**src/common/sysbus_pkg.sv**
```systemverilog
package sysbus_pkg;

// ---------------------------------------------------------------------
// sizing
// ---------------------------------------------------------------------

	// bus field widths
	localparam int DATA_W = 16;
	localparam int ADDR_W = 16;
	localparam int NB_W = 4;

	// memory: present blocks and words per block
	localparam int MEM_SEGMENTS = 4;
	localparam int MEM_SEG_WORDS = 256;

	// i/o channel registers
	localparam int IO_CHANNELS = 4;

	// no-answer watchdog limit, in cycles from the command edge
	localparam int BUS_TIMEOUT = 16;

	// requester ports on the switch
	localparam int NUM_REQ = 2;

	// derived index widths
	localparam int SEG_W = $clog2(MEM_SEGMENTS);
	localparam int WORD_W = $clog2(MEM_SEG_WORDS);
	localparam int CHAN_W = $clog2(IO_CHANNELS);
	localparam int WD_W = $clog2(BUS_TIMEOUT);
	localparam int REQ_W = $clog2(NUM_REQ);

// ---------------------------------------------------------------------
// bus lines
// ---------------------------------------------------------------------

	// command lines, driven by the requester holding the bus
	typedef struct packed {
		logic w;
		logic r;
		logic in;
		// upper/lower address space, travels with the address
		logic pn;
		logic [NB_W-1:0] nb;
		logic [ADDR_W-1:0] ad;
		logic [DATA_W-1:0] dt;
	} bus_cmd_t;

	// answer lines, exactly one of ok/en/pe per transfer
	typedef struct packed {
		logic ok;
		logic en;
		logic pe;
		logic [DATA_W-1:0] dt;
	} bus_rsp_t;

	// all command and answer lines low
	localparam bus_cmd_t CMD_IDLE = '0;
	localparam bus_rsp_t RSP_NONE = '0;

	// a command is up when any of w, r, in is set
	function automatic logic cmd_active(input bus_cmd_t c);
		return c.w | c.r | c.in;
	endfunction

	// some answer is on the lines
	function automatic logic rsp_any(input bus_rsp_t a);
		return a.ok | a.en | a.pe;
	endfunction

endpackage

```
**src/verilog/io_port.sv**
```systemverilog
`timescale 1ns/1ps

module io_port (
	input logic clk_sys,
	input logic rst_n,
	input sysbus_pkg::bus_cmd_t cmd,
	output sysbus_pkg::bus_rsp_t rsp
);

	import sysbus_pkg::*;

// ---------------------------------------------------------------------
// channel registers
// ---------------------------------------------------------------------

	logic [DATA_W-1:0] chan [IO_CHANNELS];

	logic [CHAN_W-1:0] sel;
	logic chan_ok;
	logic act;
	logic act_q;
	logic first;

	// channel number from the low ad bits
	assign sel = cmd.ad[CHAN_W-1:0];
	assign chan_ok = int'(cmd.ad) < IO_CHANNELS;

	// i/o read or write
	assign act = cmd.in && (cmd.w | cmd.r);
	assign first = act && !act_q;

	always_ff @(posedge clk_sys) begin
		if (!rst_n) begin
			for (int i = 0; i < IO_CHANNELS; i++)
				chan[i] <= '0;
		end else if (first && chan_ok && cmd.w) begin
			chan[sel] <= cmd.dt;
		end
	end

// ---------------------------------------------------------------------
// answer
// ---------------------------------------------------------------------

	always_ff @(posedge clk_sys) begin
		if (!rst_n) begin
			act_q <= 1'b0;
			rsp <= RSP_NONE;
		end else begin
			act_q <= act;
			if (!act) begin
				rsp <= RSP_NONE;
			end else if (first) begin
				// unknown channel is refused with en
				rsp.ok <= chan_ok;
				rsp.en <= !chan_ok;
				rsp.pe <= 1'b0;
				if (chan_ok && cmd.r)
					rsp.dt <= chan[sel];
				else
					rsp.dt <= '0;
			end
		end
	end

endmodule

```
**config.mk**
```make
export PLATFORM = sky130hd
export DESIGN_NAME = io_port
export DESIGN_NICKNAME = d
export VERILOG_FILES = /design/src/common/sysbus_pkg.sv /design/src/verilog/io_port.sv
export SDC_FILE = /design/constraint.sdc
export NUM_CORES = 1
export LEC_CHECK = 0
export ABC_CLOCK_PERIOD_IN_PS = 9300
export BUFFER_PORTS_ARGS = -buffer_cell sky130_fd_sc_hd__buf_2
export CAP_MARGIN = 20
export CORE_ASPECT_RATIO = 1.4
export CORE_MARGIN = 5
export CORE_UTILIZATION = 50
export CTS_CLUSTER_SIZE = 8
export DETAILED_ROUTE_END_ITERATION = 8
export GPL_TIMING_DRIVEN = 0
export PLACE_DENSITY_LB_ADDON = 0.12
export SLEW_MARGIN = 20
export SYNTH_ARGS = -nofsm -noshare
export SYNTH_HDL_FRONTEND = slang
export SYNTH_SLANG_ARGS = --single-unit
```
**constraint.sdc**
```tcl
create_clock -name clk_sys -period 9.3 [get_ports clk_sys]
set_input_delay 1.86 -clock clk_sys [delete_from_list [all_inputs] [get_ports clk_sys]]
set_output_delay 1.86 -clock clk_sys [all_outputs]
set_load 0.005 [all_outputs]
```
==> Yosys cells after proc, flatten, opt, wreduce, memory -nomap -nowiden <==
Memories as Yosys holds them, arrays and structs flattened.
Index checks and enable logic that the tools add are counted.
{ "totals": {"output_inout_bits": 19, "in_bits": 42, "wordCells": 24, "n_memories": 1, "regBits": 19, "mem_bits_rw": 64} }
{ "op_classes": {"order_cmp": 1, "n_mux": 8, "bitwise": 1, "n_reduce_logical": 9} }
{ "mem_list": {"columns": ["name", "depth", "width", "read_ports", "rd_ports_with_merged_regs", "write_ports", "line", "rtl"], "rows": [
  ["chan", 4, 16, 1, 0, 4, "io_port.sv:16", "logic [DATA_W-1:0] chan [IO_CHANNELS];"]
]} }
{ "ops": {"columns": ["op", "n"], "rows": [
  ["2-to-1 mux 16 bit", 2],
  ["less-than comparator 16 x 3 -> 1 bit, second input constant", 1],
  ["OR reduction 16 bit", 1],
  ["logical AND 1 bit", 5],
  ["2-to-1 mux 1 bit", 5],
  ["logical NOT 1 bit", 2],
  ["2-to-1 mux 2 bit", 1],
  ["AND reduction 2 bit", 1],
  ["OR 1 bit", 1]
]} }

==> Depth between registers and ports, before layout <==
{ "depth": {"word_depth": 10, "ltp_mapped": 6, "mapped_depth_nobuf": 4} }

==> Worst setup path after synthesis <==
No wires, ideal clock.
{ "synth_path": {"kind": "input-to-reg", "from": "input port cmd[17] in the netlist's numbering", "to": "memory chan[2][0] (enable)", "cell_stages": 5, "arrival_ps": 3940, "path_buffers": 2, "required_ps": 8889, "path_slack_ps": 4949, "setup_ps": 411, "cell_sequence": "clkbuf_1 > nor2b_1 > clkbuf_1 > nand2_1 > o21ai_0"} }
{ "synth_lines": {"columns": ["element", "line", "rtl"], "rows": [
  ["from (decl)", "io_port.sv:6", "input sysbus_pkg::bus_cmd_t cmd,"],
  ["to (decl)", "io_port.sv:16", null]
]} }

==> metrics.txt <==
setup_tns 0 ns; vias per cell 5.11; number of remaining DRC errors 0; area of the core 0.00694 mm^2; max-cap violation count 0; H-tree levels 3; area leader, netlist edfxtp_1; aggregate global-route resource usage 17.2%; Crit Path Category input pin to register; Final Util 60.3%; Iteration-0 DRC Markers 157; Seq cells post-synth 83; Die Wd 81.1 um; sequential share of the synthesized area 65.1%; final worst clock skew 0.00956 ns; Leak Pwr 1.73 nW; crit-path max cell delay 0.55 ns; worst slew margin relative to its limit 42.7%; Hold Path Class register to register; Synth-to-Final Area Change 18.2%; Tightest Pin Transition 0.853 ns; share of the synthesized area in the top cell type 54.3%; status complete, no violations; cell count after placement 409; Final Hold Vio Count 0; top post-synthesis cells by area edfxtp_1 (54%), dfxtp_1 (11%), mux4_2 (10%), and2_1 (8.5%), and3_1 (2.8%); Final Setup Violations 0; Max Fclk 0.249 GHz; Crit-path slowest cell nor2b_1; Setup crit end kind register; worst skew pair latency 0.35 ns; antenna-violating nets left 0; Synth Warn # 0; cell family with most CP delay buffers and inverters; Post-CTS Setup Bufs 0; first-pass GRT wire length 10.7 mm; pin count of the biggest net entering global routing 14; count of pins over their slew limit 0; GR Util met1 20.5%; count of different cell masters after synthesis 28; layout cells sized above 1 32.1%; Reg clk slew, reported paths 0.07 ns; Syn Area/Cell 13.8 um^2; PD cells 167 mW/mm^2; hold buffer count at cts 0; DP HPWL 4.84 mm; met2 GRT Util 28.7%; Initial Utilization 51.0%; CTS tree done; Layout Cells excl Fill 425; worst vdd ir 98.4 uV; WL/cell 16.3 um; die area 0.00888 mm^2; Root Driver clkbuf_8; Most Crowded Layer GR met2; RSZ-0062 raised after global routing no; cells after synthesis 256; clock buffer depth 2; CTS resizes 0; Rows 36; clock period minus final worst setup slack 4.02 ns; final hold slack 0.449 ns; final wirelength 6.92 mm; CTS Sinks 83; Die Span Y 110 um; setup slack on the worst flop-to-flop path 7.26 ns; vias in the first global route 2081; Mapped Nets 298; Crit path arrival time 4.08 ns; crit-path max FO 12; I/O Buffers 54; initial antenna violation count 0; post-synthesis cell area 0.00354 mm^2; RD Place Congestion 0.767; # diodes 0; routing usage on met3 4.26%; CP required 9.35 ns; CTS Buf Count 9; Vias 2172; GRT overflow 0; total power 0.697 mW; Pre-Repair DR Iteration Count 5; most frequent CP cell clkbuf_1; Worst Path Buf+Inv 4; Final period util 43.2%; CP startpoint kind input pin; CP Cell Sequence buf_2 -> clkbuf_1 -> nor2b_1 -> clkbuf_1 -> nand2_1 -> o21ai_2 -> buf_8; Layout Nets 367; I/O pin count 61
power breakdown:
part           leakage [nW]  total [mW]  switching, mW  internal [mW]
Combinational         0.798      0.0413         0.0230         0.0182
Clock                0.0951       0.249          0.119          0.131
Sequential            0.841       0.406        0.00178          0.405
Total                  1.73       0.697          0.143          0.553
cell type report:
class                      count  area [um^2]
tap                           95          119
sequential                    83         2300
buffer                        14         67.6
clock buffer                  13          149
inverter                      19         71.3
timing repair buffer          58          323
clock inverter                 3         38.8
multi-input combinational    140         1110
fill                         597         2750
registers in the layout (all words and copies together), names as in the netlist:
register and flops:
act_q 1, chan 64, rsp 18
through the flow:
stage               instance area, um^2  worst slack [ns]
global placement                   3930              3.29
floorplan                          3540              4.95
CTS                                4180              5.25
detailed placement                 4000              4.87
global route                       4180              5.08
finish                             4180              5.28
Yosys cell counts:
master    number
edfxtp_1      64
and2_1        48
dfxtp_1       19
inv_1         19
nand2_1       19
and3_1        16
mux4_2        16
o21ai_0       10
o21ai_2       10
clkbuf_1       9
nor3_1         4
buf_2          3
nor4_1         3
nor2_1         2
a21boi_0       1
buf_4          1
buf_6          1
conb_1         1
nand2b_1       1
nand3_1        1
nand4_1        1
nand4b_1       1
nor2b_1        1
o211a_1        1
o21ai_1        1
or2_2          1
or3_1          1
or4b_1         1
path summary, 6_finish.rpt:
path            from     endpoint  cells after the start
max reg2reg    act_q   chan[3][9]                      5
min           rsp[1]       rsp[1]                      2
max          cmd[17]  chan[2][11]                      7
min reg2reg   rsp[1]       rsp[1]                      2
cells in the final DEF, fill, tap and decap left out:
master / instances
buf_6: 3
nand2_1: 19
and2_1: 48
o211a_1: 1
buf_4: 1
edfxtp_1: 64
dfxtp_1: 19
nor2_1: 2
nor3_1: 4
mux4_2: 16
or4b_1: 1
bufinv_16: 1
clkinv_1: 1
conb_1: 1
inv_1: 19
nand4_1: 1
o21ai_1: 1
clkinv_2: 1
buf_2: 57
clkbuf_1: 12
and3_1: 16
o21ai_0: 6
nor2b_1: 1
clkbuf_8: 10
or2_2: 1
nor4_1: 3
nand2b_1: 1
nand4b_1: 1
buf_8: 2
nand3_1: 1
a21boi_0: 1
o21ai_2: 14
or3_1: 1
per-layer routing:
layer	up-vias	part of all wire (%)
li1	1053	-
met1	1044	41
met2	61	51
met3	14	5.7
met4	0	2.3
met5	-	0
worst reg2reg max path, delay by kind of cell (launching register included):
family,cells,cell delay (ns)
AO/OA/AOI/OAI,1,0.61
AND/OR/NAND/NOR,2,0.54
flip-flops,1,0.30
buffers and inverters,2,0.32
cells by family after synthesis:
| group | synth area share (%) |
|---|---|
| DFF | 65.1 |
| other | 0.106 |
| AOI/OAI and AO/OA | 4.53 |
| buffers and inverters | 3.92 |
| and+or+nand+nor | 16.2 |
| muxes | 10.2 |
(Power assumes the default switching activity.)
