--- config.mk ---
export PLATFORM = sky130hd
export DESIGN_NAME = bus_switch
export DESIGN_NICKNAME = d
export VERILOG_FILES = /design/src/common/sysbus_pkg.sv /design/src/verilog/bus_switch.sv
export SDC_FILE = /design/constraint.sdc
export NUM_CORES = 1
export LEC_CHECK = 0
export BUFFER_PORTS_ARGS = -buffer_cell sky130_fd_sc_hd__buf_2
export CAP_MARGIN = 20
export CORE_AREA = 5 5 91 93
export CTS_CLUSTER_DIAMETER = 80
export DETAILED_ROUTE_END_ITERATION = 10
export DIE_AREA = 0 0 96 98
export GPL_ROUTABILITY_DRIVEN = 0
export GPL_TIMING_DRIVEN = 0
export PLACE_DENSITY = 0.59
export SLEW_MARGIN = 20
export SYNTH_ARGS = -nofsm -noshare
export SYNTH_HDL_FRONTEND = slang
export SYNTH_SLANG_ARGS = --single-unit
--- constraint.sdc ---
create_clock -name clk_sys -period 4.6 [get_ports clk_sys]
set_input_delay 0.46 -clock clk_sys [delete_from_list [all_inputs] [get_ports clk_sys]]
set_output_delay 0.46 -clock clk_sys [all_outputs]
set_load 0.01 [all_outputs]
--- src/common/sysbus_pkg.sv ---
package sysbus_pkg;

// ---------------------------------------------------------------------
// sizing
// ---------------------------------------------------------------------

	// bus field widths
	localparam int DATA_W = 16;
	localparam int ADDR_W = 16;
	localparam int NB_W = 4;

	// memory: present blocks and words per block
	localparam int MEM_SEGMENTS = 4;
	localparam int MEM_SEG_WORDS = 256;

	// i/o channel registers
	localparam int IO_CHANNELS = 4;

	// no-answer watchdog limit, in cycles from the command edge
	localparam int BUS_TIMEOUT = 16;

	// requester ports on the switch
	localparam int NUM_REQ = 2;

	// derived index widths
	localparam int SEG_W = $clog2(MEM_SEGMENTS);
	localparam int WORD_W = $clog2(MEM_SEG_WORDS);
	localparam int CHAN_W = $clog2(IO_CHANNELS);
	localparam int WD_W = $clog2(BUS_TIMEOUT);
	localparam int REQ_W = $clog2(NUM_REQ);

// ---------------------------------------------------------------------
// bus lines
// ---------------------------------------------------------------------

	// command lines, driven by the requester holding the bus
	typedef struct packed {
		logic w;
		logic r;
		logic in;
		// upper/lower address space, travels with the address
		logic pn;
		logic [NB_W-1:0] nb;
		logic [ADDR_W-1:0] ad;
		logic [DATA_W-1:0] dt;
	} bus_cmd_t;

	// answer lines, exactly one of ok/en/pe per transfer
	typedef struct packed {
		logic ok;
		logic en;
		logic pe;
		logic [DATA_W-1:0] dt;
	} bus_rsp_t;

	// all command and answer lines low
	localparam bus_cmd_t CMD_IDLE = '0;
	localparam bus_rsp_t RSP_NONE = '0;

	// a command is up when any of w, r, in is set
	function automatic logic cmd_active(input bus_cmd_t c);
		return c.w | c.r | c.in;
	endfunction

	// some answer is on the lines
	function automatic logic rsp_any(input bus_rsp_t a);
		return a.ok | a.en | a.pe;
	endfunction

endpackage

--- src/verilog/bus_switch.sv ---
`timescale 1ns/1ps

module bus_switch (
	input logic clk_sys,
	input logic rst_n,
	input logic [sysbus_pkg::NUM_REQ-1:0] zw,
	output logic [sysbus_pkg::NUM_REQ-1:0] zg,
	input sysbus_pkg::bus_cmd_t cmd_0,
	input sysbus_pkg::bus_cmd_t cmd_1,
	output sysbus_pkg::bus_rsp_t rsp_0,
	output sysbus_pkg::bus_rsp_t rsp_1,
	output sysbus_pkg::bus_cmd_t mem_cmd,
	output sysbus_pkg::bus_cmd_t io_cmd,
	input sysbus_pkg::bus_rsp_t mem_rsp,
	input sysbus_pkg::bus_rsp_t io_rsp
);

	import sysbus_pkg::*;

// ---------------------------------------------------------------------
// arbiter
// ---------------------------------------------------------------------

	typedef enum logic {ARB_IDLE, ARB_BUSY} arb_state_t;

	arb_state_t state;
	logic [REQ_W-1:0] gnt_idx;
	logic [REQ_W-1:0] win_idx;

	// fixed priority, lowest index wins
	always_comb begin
		win_idx = '0;
		for (int i = NUM_REQ - 1; i >= 0; i--) begin
			if (zw[i])
				win_idx = REQ_W'(i);
		end
	end

	// grant held until the owner drops zw
	always_ff @(posedge clk_sys) begin
		if (!rst_n) begin
			state <= ARB_IDLE;
			gnt_idx <= '0;
		end else begin
			case (state)
				ARB_IDLE:
					if (|zw) begin
						state <= ARB_BUSY;
						gnt_idx <= win_idx;
					end
				default:
					// zg falls one cycle after zw
					if (!zw[gnt_idx])
						state <= ARB_IDLE;
			endcase
		end
	end

	always_comb begin
		for (int i = 0; i < NUM_REQ; i++)
			zg[i] = (state == ARB_BUSY) && (gnt_idx == REQ_W'(i));
	end

// ---------------------------------------------------------------------
// command routing
// ---------------------------------------------------------------------

	bus_cmd_t cmd_g;
	logic cmd_up;

	assign cmd_g = (gnt_idx == REQ_W'(1)) ? cmd_1 : cmd_0;
	assign cmd_up = (state == ARB_BUSY) && cmd_active(cmd_g);

	// in selects the i/o port, the other responder sees idle
	assign mem_cmd = (cmd_up && !cmd_g.in) ? cmd_g : CMD_IDLE;
	assign io_cmd = (cmd_up && cmd_g.in) ? cmd_g : CMD_IDLE;

// ---------------------------------------------------------------------
// watchdog
// ---------------------------------------------------------------------

	logic [WD_W-1:0] wd_cnt;
	logic wd_pe;
	logic answered;

	assign answered = rsp_any(mem_rsp) | rsp_any(io_rsp);

	// counts from the command edge while nobody answers
	always_ff @(posedge clk_sys) begin
		if (!rst_n) begin
			wd_cnt <= '0;
			wd_pe <= 1'b0;
		end else if (!cmd_up) begin
			wd_cnt <= '0;
			wd_pe <= 1'b0;
		end else if (!wd_pe && !answered) begin
			if (wd_cnt == WD_W'(BUS_TIMEOUT - 1))
				wd_pe <= 1'b1;
			else
				wd_cnt <= wd_cnt + 1'b1;
		end
	end

// ---------------------------------------------------------------------
// answer merge
// ---------------------------------------------------------------------

	bus_rsp_t rsp_mrg;

	always_comb begin
		rsp_mrg = mem_rsp | io_rsp;
		// watchdog pe held until the command goes idle
		rsp_mrg.pe = rsp_mrg.pe | wd_pe;
	end

	// only the granted requester sees the answer
	assign rsp_0 = zg[0] ? rsp_mrg : RSP_NONE;
	assign rsp_1 = zg[1] ? rsp_mrg : RSP_NONE;

endmodule

[Word-level counts from Yosys, hierarchy flattened]
Cells that the tools add are included.
Widths: inputs -> output; s select.
Storage, ports and cells
  flip-flop bits (word level): 7
  bits in latches: 0
  RAM bits: 0
  ROM bits: 0
  logic and storage cells: 45
  memories: 0
Operators by class
  add/sub/neg operators: 1
  multipliers: 0
  div/mod/pow operators: 0
  magnitude comparators: 1
  equality and inequality tests: 1
  shift operators: 0
  mux-type cells: 12
  bitwise operators: 12
  reduce and logical (&&, ||, !) cells: 14
Operators by type and width (number)
  $mux 40: 3
  $mux 19: 2
  $or 19x19->19: 1
  $or 1x1->1: 8
  $reduce_and 2->1: 4
  $mux 1: 7
  $logic_and 1x1->1: 6
  $add 4x1->4 const B: 1
  $eq 4x4->1 const B: 1
  $logic_not 1->1: 3
  $not 1->1: 3
  $lt 1x2->1 const B: 1
  $reduce_or 2->1: 1

[Depth between registers and ports, before layout]
  word-level depth: 6
  depth in mapped cells: 6
  gate-level depth less buffers: 4

[Least setup slack after synthesis]
No wires, ideal clock.
  path kind: input to output
  start point: input cmd_1[38] (netlist name)
  end point: output mem_cmd[28] (netlist name)
  data arrival time: 1.488 ns
  data required time: 4.140 ns
  path slack: 2.652 ns
  cell stages on the path: 5
  path buffers: 2
  path through: or3b_2 nand4_1 buf_2 buf_2 nor2_1
RTL lines
  start, declared: line bus_switch.sv:9  | input sysbus_pkg::bus_cmd_t cmd_1,
  end, declared: line bus_switch.sv:12  | output sysbus_pkg::bus_cmd_t mem_cmd,

==> out/metrics.csv <==
stage,metric,value,unit
worst_setup_path,WP buf/inv,3,
synth,top-area cell type share of the netlist area,35.94,%
pwr,VDD IR max,61.98,µV
grt,largest net degree at the start of global routing,11,
layout,final std cells w/o fill,589,
layout,# diodes,0,
cts,"Reg clk slew, reported paths",0.04,ns
cts,CTS tree,yes,
grt,global route overflow,0,
cts,clock tree sinks,7,
synth,syn_nets,366,
placed_design,Place WS,2.207,ns
routing,via count,2518,
placed_design,Placed Cells,585,
synth,Post-synth EDFFs,0,
layout,nets@finish,611,
flow_run,Max-cap violations,0,
grt,vias in the first global route,2439,
pwr,leakage,1.717,nW
routing,vias per cell,4.275,
worst_setup_path,Critical Path Max Stage Delay,0.40,ns
pwr,pwr dens,141.1,nW/µm²
layout,most frequent cells in the layout,"246 x buf_2, 135 x nor2_1, 42 x mux2i_1",
synth,Synth area leaders,"nor2_1 36%, mux2i_1 30%, dfxtp_1 9.9%",
cts,Root Driver,clkbuf_8,
sta,Hold WS,0.4604,ns
placed_design,detailed placement HPWL,6804,µm
worst_setup_path,"critical path fanouts, max",10,
grt,GRT Total Usage,15.03,%
worst_setup_path,Worst path slowest cell,clkbuf_1,
layout,"commonest non-fill, non-tap cell in the layout",buf_2,
worst_setup_path,cell mode on critical path,clkbuf_1,
routing,final wirelength,7685,µm
floorplan,Die Width,96,µm
sta,max-slew violation count,0,
sta,clock skew,0.001793,ns
synth,post-synthesis sequential area ratio,9.938,%
worst_setup_path,crit start category,flop,
worst_setup_path,worst endpoint required time,4.14,ns
routing,ANT nets after route,0,
sta,min Tclk post-route,2.627,ns
synth,predominant post-synthesis flop cell,dfxtp_1,
floorplan,Initial Utilization,18.93,%
cts,worst skew pair latency,0.23,ns
routing,WL per Instance,13.05,µm
synth,post-synth top area cell,nor2_1,
routing,Pre-antenna DRT Iters,4,
cts,"Hold-fix buffers, CTS",0,
worst_setup_path,critical path arrival,2.17,ns
routing,DRC errors left,0,
synth,library cells used by synthesis,29,
cts,H-tree Lvls,1,
cts,TritonCTS Buffers,3,
layout,share of cells above drive strength 1,52.16,%
grt,initial antenna violation count,0,
layout,post-layout util,37.38,%
layout,area delta synth->final,97.43,%
sta,final hold vios,0,
worst_setup_path,crit end category,output port,
sta,RSZ-0062 raised after global routing,false,
sta,setup TNS,0,ns
routing,drt initial violations,50,
run_status,outcome,finished clean,
floorplan,core area,7447,µm²
synth,"FFs w/ async S/R, synth",0,%
sta,Final WS setup,1.973,ns
cts,post_cts resized,0,
synth,register bit total from synthesis,7,
sta,worst slew pin tran,0.5857,ns
sta,final period utilization,57.10,%
synth,Syn Area/Cell,5.803,µm²
floorplan,top-level port count,242,
layout,# fillers,829,
sta,Slew headroom,60.65,%
synth,Post-Syn Area,1410,µm²
floorplan,Die ar.,9408,µm²
floorplan,FP Rows,32,
worst_setup_path,crit-path cells,clkbuf_1 -> mux2i_1 -> nand2b_1 -> clkbuf_1 -> nor2_1 -> buf_2,
synth,yosys warns,0,
hold_path,worst min path class,input port to flop,
cts,CTS max path bufs,2,
cts,Setup Buffers After CTS,0,
placed_design,Port Buffer Count,240,
floorplan,Die Ht,98,µm
worst_setup_path,CP Class,flop to output port,
synth,Post-Syn Instances,243,
grt,first-pass GRT wire length,11530,µm
sta,fmax,0.3807,GHz
worst_setup_path,Top Family by Delay on Critical Path,buffers and inverters,
sta,number of setup violations in the final report,0,
-- report_power, final --
| part | switching [mW] | internal (mW) | leakage, nW |
|---|---|---|---|
| registers | 0.00200 | 0.0623 | 0.0569 |
| clock network | 0.0288 | 0.0602 | 0.0228 |
| logic | 0.131 | 0.109 | 1.64 |
| total | 0.161 | 0.231 | 1.72 |
-- logic make-up after synthesis --
family / synth area share, %
AO/OA/AOI/OAI: 5.056
AND/OR/NAND/NOR: 46.85
adder cells (fa/ha/maj): 0.8872
buffers and inverters: 7.187
flip-flops: 9.938
multiplexers: 29.81
other: 0.2659
-- sequential cells by signal, summed over array words and instances (netlist names) --
name	flops
wd_pe	1
gnt_idx	1
wd_cnt	4
state	1
-- final cells by class --
type	count	area, µm²	share of cell area, %
plain buffers	18	78.83	2.831
repair buffers	240	1201	43.15
clock buffers	4	45.04	1.618
flip-flops and latches	7	140.1	5.034
inverters	6	22.52	0.8090
well taps	102	127.6	4.584
multi-input cells	212	1169	41.98
-- metrics by stage --
step                cell area (µm²)  power (mW)
floorplan                      1410      0.1861
global placement               2739      0.3044
detailed placement             2739      0.3069
CTS                            2784      0.3981
global route                   2784      0.4290
finish                         2784      0.3928
-- routing by layer --
| layer | global-route usage, % | up-vias | share of wire, % |
|---|---|---|---|
| met4 | 3.720 | 0 | 0.83 |
| met1 | 17.18 | 1085 | 37 |
| met5 | 0 | - | 0 |
| li1 | - | 1288 | - |
| met3 | 3.544 | 6 | 11 |
| met2 | 27.40 | 139 | 51 |
-- synth_stat cells, types with 2 or more instances --
library cell	n
nand4_1	2
nand2b_1	2
mux2i_1	42
inv_1	6
nand4b_1	2
or3_1	2
a31oi_1	2
buf_2	6
dfxtp_1	7
clkbuf_1	11
a211oi_1	2
o31ai_1	2
nor2_1	135
nor4_1	3
or4_4	2
nand3_1	2
a21oi_1	3
-- path summary, 6_finish.rpt --
path | slack, ns | from | depth (start not counted) | end
setup / recovery | 1.97 | gnt_idx | 6 | io_cmd[0]
hold / removal | 0.46 | zw[0] | 2 | gnt_idx
setup reg to reg | 2.86 | gnt_idx | 4 | wd_pe
hold reg to reg | 0.50 | wd_cnt[1] | 2 | wd_cnt[1]
No activity file was read; power rests on OpenSTA's default activity.
